File: src/scalar_macros.svh
// ---------------------------------------------------------------------------
// Scalar core parameters
// ---------------------------------------------------------------------------

`ifndef SCALAR_MACROS_SVH
`define SCALAR_MACROS_SVH

// Instruction word is opcode, D, A, B from the top bit down
`define SC_WORD_WIDTH           16
`define SC_OPCODE_WIDTH         4
`define SC_OPERAND_WIDTH        7
`define SC_D_OPERAND_WIDTH      8
`define SC_INSTR_WIDTH          26

// Data memories and the I/O window at the top of each
`define SC_MEM_DEPTH            128
`define SC_IO_BASE_ADDR         126
`define SC_IO_PORT_COUNT        2

// Threads, one per pipeline stage
`define SC_THREAD_COUNT         4
`define SC_THREAD_WIDTH         2
`define SC_THREAD_WINDOW        32
`define SC_PC_WIDTH             6
`define SC_IMEM_DEPTH           64
`define SC_THREAD_PROGRAM_SIZE  16

`endif

File: src/scalar_pkg.sv
// ---------------------------------------------------------------------------
// Scalar core types
// ---------------------------------------------------------------------------

`include "scalar_macros.svh"

package scalar_pkg;

    typedef logic [`SC_WORD_WIDTH-1:0]    word_t;
    typedef logic [`SC_OPERAND_WIDTH-1:0] addr_t;

    // One bit per I/O port of a side
    typedef logic [`SC_IO_PORT_COUNT-1:0] io_sel_t;

    typedef enum logic [`SC_OPCODE_WIDTH-1:0] {
        NOP    = 4'd0,
        ADD    = 4'd1,
        SUB    = 4'd2,
        AND    = 4'd3,
        OR     = 4'd4,
        XOR    = 4'd5,
        PASS_A = 4'd6
    } opcode_e;

    // Opcodes outside this set behave as NOP and write nothing
    function automatic logic is_alu_op(input opcode_e op);
        return op inside {ADD, SUB, AND, OR, XOR, PASS_A};
    endfunction

endpackage

File: src/issue_if.sv
// ---------------------------------------------------------------------------
// Translated instruction bus
// ---------------------------------------------------------------------------

interface issue_if;

    scalar_pkg::opcode_e opcode;
    scalar_pkg::addr_t   a_addr;
    logic                a_io;
    scalar_pkg::addr_t   b_addr;
    logic                b_io;
    scalar_pkg::addr_t   d_addr;
    logic                d_side;
    logic                d_io;

    modport translator (output opcode, a_addr, a_io, b_addr, b_io, d_addr, d_side, d_io);
    modport datapath   (input  opcode, a_addr, a_io, b_addr, b_io, d_addr, d_side, d_io);

endinterface

File: src/io_port_bank.sv
// ---------------------------------------------------------------------------
// I/O ports of one side
// ---------------------------------------------------------------------------

`include "scalar_macros.svh"

module io_port_bank (
    input  logic                                        clock,
    input  logic                                        rst_n,
    input  logic                                        rd_sel,
    input  logic [$clog2(`SC_IO_PORT_COUNT)-1:0]        rd_addr,
    input  logic                                        wr_sel,
    input  logic [$clog2(`SC_IO_PORT_COUNT)-1:0]        wr_addr,
    input  logic                                        cancel,
    input  scalar_pkg::io_sel_t                         in_ef,
    output scalar_pkg::io_sel_t                         rden,
    input  logic [`SC_IO_PORT_COUNT*`SC_WORD_WIDTH-1:0] in,
    input  scalar_pkg::io_sel_t                         out_ef,
    output scalar_pkg::io_sel_t                         wren,
    output logic [`SC_IO_PORT_COUNT*`SC_WORD_WIDTH-1:0] out,
    output scalar_pkg::word_t                           rd_data,
    output logic                                        ready,
    input  scalar_pkg::word_t                           wr_data
);

    localparam int W = `SC_WORD_WIDTH;

    assign rd_data = in[rd_addr*W +: W];

    // Not ready if the addressed input is empty or the addressed output is full
    assign ready = (!rd_sel || in_ef[rd_addr]) && (!wr_sel || out_ef[wr_addr]);

    always_comb begin
        rden = '0;
        if (rd_sel && !cancel) begin
            rden[rd_addr] = 1'b1;
        end
    end

    // Write strobe lands one cycle after the decision
    always_ff @(posedge clock) begin
        if (!rst_n) begin
            wren <= '0;
        end else begin
            wren <= '0;
            if (wr_sel && !cancel) begin
                wren[wr_addr] <= 1'b1;
            end
        end
    end

    always_comb begin
        for (int p = 0; p < `SC_IO_PORT_COUNT; p++) begin
            out[p*W +: W] = wren[p] ? wr_data : '0;
        end
    end

    rden_needs_data: assert property (@(posedge clock) disable iff (!rst_n)
        (rden & ~in_ef) == '0);

endmodule

File: src/datapath.sv
// ---------------------------------------------------------------------------
// Data memories, ALU and write-back
// ---------------------------------------------------------------------------

`include "scalar_macros.svh"

module datapath (
    input  logic                                        clock,
    input  logic                                        rst_n,
    issue_if.datapath                                   issue,
    input  scalar_pkg::io_sel_t                         a_io_in_ef,
    output scalar_pkg::io_sel_t                         a_io_rden,
    input  logic [`SC_IO_PORT_COUNT*`SC_WORD_WIDTH-1:0] a_io_in,
    input  scalar_pkg::io_sel_t                         a_io_out_ef,
    output scalar_pkg::io_sel_t                         a_io_wren,
    output logic [`SC_IO_PORT_COUNT*`SC_WORD_WIDTH-1:0] a_io_out,
    input  scalar_pkg::io_sel_t                         b_io_in_ef,
    output scalar_pkg::io_sel_t                         b_io_rden,
    input  logic [`SC_IO_PORT_COUNT*`SC_WORD_WIDTH-1:0] b_io_in,
    input  scalar_pkg::io_sel_t                         b_io_out_ef,
    output scalar_pkg::io_sel_t                         b_io_wren,
    output logic [`SC_IO_PORT_COUNT*`SC_WORD_WIDTH-1:0] b_io_out,
    output logic                                        cancel
);

    localparam int AW = `SC_OPERAND_WIDTH;
    localparam int PW = $clog2(`SC_IO_PORT_COUNT);

    scalar_pkg::word_t   mem_a [`SC_MEM_DEPTH];
    scalar_pkg::word_t   mem_b [`SC_MEM_DEPTH];
    scalar_pkg::word_t   a_io_data;
    scalar_pkg::word_t   b_io_data;
    scalar_pkg::word_t   a_val;
    scalar_pkg::word_t   b_val;
    logic                a_ready;
    logic                b_ready;
    logic [PW-1:0]       a_port;
    logic [PW-1:0]       b_port;
    logic [PW-1:0]       d_port;

    // Write-back stage
    scalar_pkg::opcode_e op_q;
    scalar_pkg::word_t   a_q;
    scalar_pkg::word_t   b_q;
    scalar_pkg::addr_t   d_addr_q;
    logic                d_side_q;
    logic                mem_wr_q;
    scalar_pkg::word_t   result;

    assign a_port = PW'(issue.a_addr - AW'(`SC_IO_BASE_ADDR));
    assign b_port = PW'(issue.b_addr - AW'(`SC_IO_BASE_ADDR));
    assign d_port = PW'(issue.d_addr - AW'(`SC_IO_BASE_ADDR));

    io_port_bank a_bank (
        .clock, .rst_n, .cancel,
        .rd_sel (issue.a_io),               .rd_addr (a_port),
        .wr_sel (issue.d_io && !issue.d_side), .wr_addr (d_port),
        .in_ef  (a_io_in_ef),  .rden (a_io_rden), .in  (a_io_in),
        .out_ef (a_io_out_ef), .wren (a_io_wren), .out (a_io_out),
        .rd_data (a_io_data), .ready (a_ready), .wr_data (result)
    );

    io_port_bank b_bank (
        .clock, .rst_n, .cancel,
        .rd_sel (issue.b_io),               .rd_addr (b_port),
        .wr_sel (issue.d_io && issue.d_side), .wr_addr (d_port),
        .in_ef  (b_io_in_ef),  .rden (b_io_rden), .in  (b_io_in),
        .out_ef (b_io_out_ef), .wren (b_io_wren), .out (b_io_out),
        .rd_data (b_io_data), .ready (b_ready), .wr_data (result)
    );

    assign cancel = !(a_ready && b_ready);
    assign a_val  = issue.a_io ? a_io_data : mem_a[issue.a_addr];
    assign b_val  = issue.b_io ? b_io_data : mem_b[issue.b_addr];

    always_ff @(posedge clock) begin
        if (!rst_n) begin
            mem_wr_q <= 1'b0;
        end else begin
            mem_wr_q <= scalar_pkg::is_alu_op(issue.opcode) && !issue.d_io && !cancel;
        end
    end

    always_ff @(posedge clock) begin
        op_q     <= issue.opcode;
        a_q      <= a_val;
        b_q      <= b_val;
        d_addr_q <= issue.d_addr;
        d_side_q <= issue.d_side;
    end

    // ---------------------------------------------------------------------
    // ALU and memory write-back

    always_comb begin
        case (op_q)
            scalar_pkg::ADD:    result = a_q + b_q;
            scalar_pkg::SUB:    result = a_q - b_q;
            scalar_pkg::AND:    result = a_q & b_q;
            scalar_pkg::OR:     result = a_q | b_q;
            scalar_pkg::XOR:    result = a_q ^ b_q;
            scalar_pkg::PASS_A: result = a_q;
            default:            result = '0;
        endcase
    end

    always_ff @(posedge clock) begin
        if (mem_wr_q && !d_side_q) begin
            mem_a[d_addr_q] <= result;
        end
        if (mem_wr_q && d_side_q) begin
            mem_b[d_addr_q] <= result;
        end
    end

    cancel_blocks_write: assert property (@(posedge clock) disable iff (!rst_n)
        cancel |=> !mem_wr_q && a_io_wren == '0 && b_io_wren == '0);

endmodule

File: src/flat_wrapper.sv
// flat-port wrapper written by rule: the top's interface ports become plain ports
module datapath_flat 
  (clock, rst_n, a_io_in_ef, a_io_rden, a_io_in, a_io_out_ef, a_io_wren, a_io_out, b_io_in_ef, b_io_rden, b_io_in, b_io_out_ef, b_io_wren, b_io_out, cancel, issue_opcode, issue_a_addr, issue_a_io, issue_b_addr, issue_b_io, issue_d_addr, issue_d_side, issue_d_io);
  issue_if issue_i ();
  input  logic clock;
  input  logic rst_n;
  input  scalar_pkg::io_sel_t a_io_in_ef;
  output scalar_pkg::io_sel_t a_io_rden;
  input  logic [`SC_IO_PORT_COUNT*`SC_WORD_WIDTH-1:0] a_io_in;
  input  scalar_pkg::io_sel_t a_io_out_ef;
  output scalar_pkg::io_sel_t a_io_wren;
  output logic [`SC_IO_PORT_COUNT*`SC_WORD_WIDTH-1:0] a_io_out;
  input  scalar_pkg::io_sel_t b_io_in_ef;
  output scalar_pkg::io_sel_t b_io_rden;
  input  logic [`SC_IO_PORT_COUNT*`SC_WORD_WIDTH-1:0] b_io_in;
  input  scalar_pkg::io_sel_t b_io_out_ef;
  output scalar_pkg::io_sel_t b_io_wren;
  output logic [`SC_IO_PORT_COUNT*`SC_WORD_WIDTH-1:0] b_io_out;
  output logic cancel;
  input wire logic [$bits(issue_i.opcode)-1:0] issue_opcode;
  input wire logic [$bits(issue_i.a_addr)-1:0] issue_a_addr;
  input wire logic [$bits(issue_i.a_io)-1:0] issue_a_io;
  input wire logic [$bits(issue_i.b_addr)-1:0] issue_b_addr;
  input wire logic [$bits(issue_i.b_io)-1:0] issue_b_io;
  input wire logic [$bits(issue_i.d_addr)-1:0] issue_d_addr;
  input wire logic [$bits(issue_i.d_side)-1:0] issue_d_side;
  input wire logic [$bits(issue_i.d_io)-1:0] issue_d_io;
  assign issue_i.opcode = issue_opcode;
  assign issue_i.a_addr = issue_a_addr;
  assign issue_i.a_io = issue_a_io;
  assign issue_i.b_addr = issue_b_addr;
  assign issue_i.b_io = issue_b_io;
  assign issue_i.d_addr = issue_d_addr;
  assign issue_i.d_side = issue_d_side;
  assign issue_i.d_io = issue_d_io;
  datapath u_core (.clock(clock), .rst_n(rst_n), .issue(issue_i), .a_io_in_ef(a_io_in_ef), .a_io_rden(a_io_rden), .a_io_in(a_io_in), .a_io_out_ef(a_io_out_ef), .a_io_wren(a_io_wren), .a_io_out(a_io_out), .b_io_in_ef(b_io_in_ef), .b_io_rden(b_io_rden), .b_io_in(b_io_in), .b_io_out_ef(b_io_out_ef), .b_io_wren(b_io_wren), .b_io_out(b_io_out), .cancel(cancel));
endmodule
File: config.mk
export PLATFORM = sky130hd
export DESIGN_NAME = datapath_flat
export DESIGN_NICKNAME = d
export VERILOG_FILES = /design/src/scalar_pkg.sv /design/src/issue_if.sv /design/src/io_port_bank.sv /design/src/datapath.sv /design/src/flat_wrapper.sv
export VERILOG_INCLUDE_DIRS = /design/src /design/src/src
export SDC_FILE = /design/constraint.sdc
export NUM_CORES = 2
export LEC_CHECK = 0
export BUFFER_PORTS_ARGS = -buffer_cell sky130_fd_sc_hd__buf_4
export CAP_MARGIN = 20
export CELL_PAD_IN_SITES_DETAIL_PLACEMENT = 1
export CELL_PAD_IN_SITES_GLOBAL_PLACEMENT = 2
export CORE_ASPECT_RATIO = 0.9
export CORE_MARGIN = 2
export CORE_UTILIZATION = 46
export CTS_CLUSTER_DIAMETER = 50
export CTS_CLUSTER_SIZE = 10
export DETAILED_ROUTE_END_ITERATION = 8
export GPL_ROUTABILITY_DRIVEN = 0
export GPL_TIMING_DRIVEN = 0
export PLACE_DENSITY_LB_ADDON = 0.12
export SETUP_SLACK_MARGIN = 0.5
export SLEW_MARGIN = 10
export SYNTH_ARGS = -nofsm -noshare
export SYNTH_HDL_FRONTEND = slang
export SYNTH_SLANG_ARGS = --single-unit
File: constraint.sdc
create_clock -name clock -period 14.09 [get_ports clock]
set_input_delay 0.7045 -clock clock [delete_from_list [all_inputs] [get_ports clock]]
set_output_delay 0.7045 -clock clock [all_outputs]
set_load 0.05 [all_outputs]
**Yosys cells after proc, flatten, opt, wreduce, memory -nomap -nowiden**

Memories as Yosys holds them, arrays and structs flattened.
Index checks and enable logic that the tools add are counted.

- Register bits after elaboration: 49
- Bits in writable memories: 4,096
- Input bits: 103
- Logic and storage cells: 96
- Memories kept: 2

Memory list:

| name | words | bits a word | read ports | clocked after memory_dff | wr ports | RTL line | text |
|---|---|---|---|---|---|---|---|
| u_core.mem_a | 128 | 16 | 1 | 0 | 1 | datapath.sv:29 | `` scalar_pkg::word_t mem_a [`SC_MEM_DEPTH]; `` |
| u_core.mem_b | 128 | 16 | 1 | 0 | 1 | datapath.sv:30 | `` scalar_pkg::word_t mem_b [`SC_MEM_DEPTH]; `` |

- $add $sub $neg: 5
- Magnitude comparators: 6
- Eq/ne operators: 12
- Shift operators: 2
- Multiplexer cells: 27
- Bitwise gates (word level): 3
- Reduce and logical (&&, ||, !) cells: 31

Operators by type and width:

| operator | count |
|---|---|
| 2-to-1 mux 16 bit | 6 |
| one-hot mux 16 bit (6 select lines) | 1 |
| indexed part select 32 x 6 -> 16 bit | 2 |
| equality test 4 x 3 -> 1 bit (second input constant) | 6 |
| adder 16 bit | 1 |
| bitwise AND 16 bit | 1 |
| equality test 4 x 2 -> 1 bit (second input constant) | 4 |
| logical AND 1 bit | 16 |
| OR 16 bit | 1 |
| subtractor 16 bit | 1 |
| XOR 16 bit | 1 |
| 2-to-1 mux 1 bit | 15 |
| equality test 4 x 1 -> 1 bit (second input constant) | 2 |
| logical NOT 1 bit | 8 |
| < comparator 1 x 2 -> 1 bit (second input constant) | 3 |
| nonzero test 6 bit | 1 |
| logical OR 1 bit | 4 |
| 2-to-1 mux 2 bit | 2 |
| AND reduction 2 bit | 2 |
| demux 1 bit (select 1 bit) | 3 |
| greater-or-equal comparator 1 bit (second input constant) | 3 |
| subtractor 1 bit (second input constant) | 3 |

**Logic depth before layout (Yosys ltp)**

- Word-level depth: 8
- Gate-level depth with buffers: 15
- Gate-level depth less buffers: 15

**Hierarchy**

From an unflattened synthesis, not the netlist that was laid out.

- Cells, all modules: 7,314
- Area, all modules: 161,541.2 um^2

By module, submodules not included:

| module | times used | cells each | area each (um^2) |
|---|---|---|---|
| datapath | 1 | 7,191 | 160,433.9 |
| io_port_bank (u_core.b_bank) | 1 | 61 | 555.5 |
| io_port_bank (u_core.a_bank) | 1 | 62 | 551.8 |

**Worst setup path before layout**

No wires, ideal clock.

- Kind: register to register
- From: register u_core.op_q[1]
- To: memory u_core.mem_a[0][10] (netlist bit), data pin
- Setup time: 2.262 ns
- Arrival time: 12.965 ns
- Required time: 11.828 ns
- Setup slack: -1.137 ns
- Cell stages (with the launch flop): 14
- Path buffers: 2
- Clock period less this slack: 15.227 ns
- Path through: dfxtp_1 > nor2b_1 > buf_2 > and2_1 > buf_2 > nor2_1 > xnor2_1 > ha_1 > nor2b_1 > o21ai_1 > a21oi_1 > or3b_1 > and3_1 > o31ai_1

- Longest elaborated chain between the ends: 2

RTL lines:

| what | RTL line | text |
|---|---|---|
| start: declaration | datapath.sv:42 | `scalar_pkg::opcode_e op_q;` |
| start signal: assignment | datapath.sv:85 | `op_q <= issue.opcode;` |
| equality test 4 x 3 -> 1 bit, or another cell as far along | datapath.sv:96 | `case (op_q)` |
| one-hot mux 16 bit (6 select lines) (*) | datapath.sv:96 |  |
| via u_core.a_bank.wr_data[10] | io_port_bank.sv:23 | `input scalar_pkg::word_t wr_data` |
| end: declaration | datapath.sv:29 |  |

Mark *: on every way through the listed nets, which the timed path passes. The rest lies on a longest branch.

**Worst setup path in the final report**

- From: register u_core.op_q[3]
- To: output port b_io_out[15]

- Longest elaborated chain between the ends: 3

RTL lines:

| what | RTL line | text |
|---|---|---|
| equality test 4 x 3 -> 1 bit, or another cell as far along | datapath.sv:96 |  |
| one-hot mux 16 bit (6 select lines) (*) | datapath.sv:96 |  |
| via u_core.a_bank.wr_data[15] | io_port_bank.sv:23 |  |
| 2-to-1 mux 16 bit (*) | io_port_bank.sv:54 | `out[p*W +: W] = wren[p] ? wr_data : '0;` |
| end: declaration | flat_wrapper.sv:18 | `` output logic [`SC_IO_PORT_COUNT*`SC_WORD_WIDTH-1:0] b_io_out; `` |

Marks and branches as above.

==> summary.txt <==
Status
  • Outcome: completed

STA
  • Unrepaired setup endpoints after global routing: false
  • Slew HR: under 10%
  • Fin Hold WS: 0.227 ns
  • Worst slew pin tran: 1.37 ns
  • Setup violators final: 0
  • Max-slew violation count: 0
  • Tcrit/Tclk final: between 40 and 50%
  • Setup tns final: 0 ns
  • Max Clock Skew: around 0.059 ns
  • Post-layout min period: 6.48 ns
  • Fmax: approximately 150 MHz
  • Final Hold Viols: 0

Power
  • PwrDens: ~150 nW/µm²
  • Leakage: 61.8 nW
  • Power, Total: 28.1 mW
  • Worst VDD drop: around 120 µV

Yosys
  • Top post-synthesis cells by area: edfxtp_1 76%, mux4_2 13%, mux2i_1 2.4%
  • Mux cell area share after synthesis: 16.0%
  • Register area share after synthesis: 76.7%
  • Dominant synthesized flop cell: edfxtp_1
  • Post-synth top area share: 76.1%
  • Number of flops mapped to enable cells by yosys: 4,096
  • Async SR Flop Fraction: 0%
  • Synth Area in Simple Gates: 2.10%
  • XOR/XNOR Fraction of Synth Area: less than 1%
  • Adder-Cell Fraction of Synth Area: 0.384%
  • Largest family of logic cells by synthesized area: multiplexers
  • Synth cell types: 72
  • Mean Syn Cell Area: between 20 and 25 µm²
  • Mapped Area: 162,000 µm²
  • #FFs+latches synth: 4,145
  • Synth Net Count: 7,753
  • Synth Area in Compound Gates: 3.13%
  • Warnings from Yosys: 0
  • Mapped Cells: approximately 7,600
  • Cell taking the most area after synthesis: edfxtp_1

Global route
  • Initial antenna violation count: 59
  • Met3 usage: 7.97%
  • Met2 usage: 43.8%
  • First-pass GRT wire length: 736,000 µm
  • Vias in the first global route: between 80,000 and 90,000
  • Largest net degree at the start of global routing: 124
  • Grt met1 use: 45.1%
  • Total gr overflow: 0
  • Total Routing Usage GR: a little under a third
  • Busiest grt layer: met1

Die
  • Die area: 356,000 µm²
  • Row count: 206
  • Chip width: ~630 µm
  • # IOs: 176
  • Core area: 350,000 µm²
  • Die H: 566 µm
  • Initial Util: about 46%

Critical path
  • Worst setup EP type: primary output
  • Startpoint types: flip-flop
  • Worst Path Required: 13.39 ns
  • CP max FO: 20
  • WP data arrival: 5.78 ns
  • Setup CP Type: flip-flop to primary output
  • Internal reg-to-reg setup slack: 8.58 ns

Route
  • Drt first-iter violations: between 10,000 and 15,000
  • Wire length per cell: 39.7 µm
  • First drt pass iteration count: 6
  • Vias per inst: 6.42
  • DRC Markers: 0
  • Vias: ~87,000
  • Routed Antenna Nets: 0
  • Final wirelength: roughly 540,000 µm

Clocking
  • CTS max path bufs: 4
  • Clk slew on worst S/H paths: about 0.05 ns
  • CTS Buf Count: 485
  • Htree depth: 5
  • Clk root buf: clkbuf_16
  • Total setup buffers inserted after CTS: 0
  • Worst-Skew Late Latency: between 1 and 1.5 ns
  • Clock sink count: 4,145
  • CTS tree: built

Finish
  • Most frequent cells in the layout: 4,096 x edfxtp_1, 902 x mux4_2, 494 x clkbuf_16
  • P&R area growth vs syn: 17.9%
  • Fillers: about 30,000
  • Layout cells sized above 1: 31.3%
  • Final core utilization: between 50% and 60%
  • Nets: 8,823
  • Final std cells w/o fill: about 14,000
  • Reg area: 124,000 µm²
  • Area of the multi-input gates: 36,100 µm²
  • Commonest non-fill, non-tap cell in the layout: edfxtp_1

Placed design
  • PortBufs: 169
  • Final HPWL DP: 383,000 µm
  • Placed cell count: 12,839

Flow run
  • Max Cap Violations: 0

Hold path
  • Worst Hold Class: input port to flip-flop
[synthesized netlist by cell type, types with 49 or more instances]
cell,n
nand2_1,103
o221ai_1,60
nor2b_1,77
edfxtp_1,4096
mux2i_1,392
buf_4,97
a21oi_1,80
buf_2,133
a211oi_1,60
mux4_2,902
mux2_2,139
clkbuf_1,149
o22ai_1,223
nor2_1,319
dfxtp_1,49
a221oi_1,71
[path summary, 6_finish.rpt]
| check | from | end | cells after the start |
|---|---|---|---|
| worst min register to register | u_core.a_q[6] | u_core.mem_b[73][6] | 2 |
| worst min-delay path | rst_n | u_core.mem_wr_q | 2 |
| worst max register to register | u_core.op_q[3] | u_core.mem_b[121][13] | 16 |
| worst max-delay path | u_core.op_q[3] | b_io_out[15] | 16 |
[cells by family (layout without fill, tap and decap cells)]
kind of cell / Yosys count / count (layout)
AOI/OAI and AO/OA: 744 / 744
other: 0 / 32
xor gates and xnor gates: 24 / 24
muxes: 1439 / 1439
and+or+nand+nor: 720 / 720
buffers and inverters: 480 / 1741
DFF: 4145 / 4145
adders and majority gates: 49 / 49
[layout make-up]
type                    instances  share of cell area [%]
diodes                         32                  0.0420
repair buffers                583                    4.31
well taps                    4680                    3.07
inverters                      48                   0.118
plain buffers                 432                    1.27
clock inverters               101                   0.560
flip-flops and latches       4145                    65.0
multi-input cells            2976                    18.9
clock buffers                 577                    6.68
[metal layers]
layer,routed length [µm],up-vias
met4,13500,16
li1,-,34044
met3,59400,720
met5,529,-
met1,229000,47574
met2,236000,4727
[through the flow]
stage                     setup WS [ns]  instance area, µm²
after floorplan                    1.01              162000
after global placement           -15.46              169000
after detailed placement           8.63              176000
after CTS                          7.54              190000
after global routing               7.24              191000
final                              7.61              191000
[power by group]
part           leakage, nW  internal [mW]  switching, mW
Sequential            38.1           14.1         0.0283
Clock                 6.73           6.53           4.81
Combinational         17.0          0.773           1.84
Total                 61.8           21.4           6.67
[sequential cells by signal, indices dropped and copies added, names as in the netlist, 2 cells and up]
| name | cells |
|---|---|
| u_core.a_bank.wren | 2 |
| u_core.b_bank.wren | 2 |
| u_core.op_q | 4 |
| u_core.mem_b | 2048 |
| u_core.mem_a | 2048 |
| u_core.a_q | 16 |
| u_core.b_q | 16 |
| u_core.d_addr_q | 7 |
[worst max-delay path, cell delays in order, from the launching register on]
cell and delay, ns:
dfxtp_1 0.34, clkbuf_1 0.46, nor2_1 0.13, and2_1 0.18, buf_2 0.18, a41oi_1 0.23
xnor2_1 0.16, ha_1 0.34, and3_1 0.20, and3_1 0.20, a211oi_1 0.47, o21ai_0 0.32
xnor2_1 0.24, o221ai_4 0.74, buf_16 0.24, and2_1 0.15, buf_4 0.19
[what timing repair did]
action                                  4_1_cts  5_1_grt
hold buffers                                 12        0
endpoints found under the hold margin        12        0
resized for setup                             0        0
endpoints found under the setup margin        0        0
(Power assumes the default switching activity.)
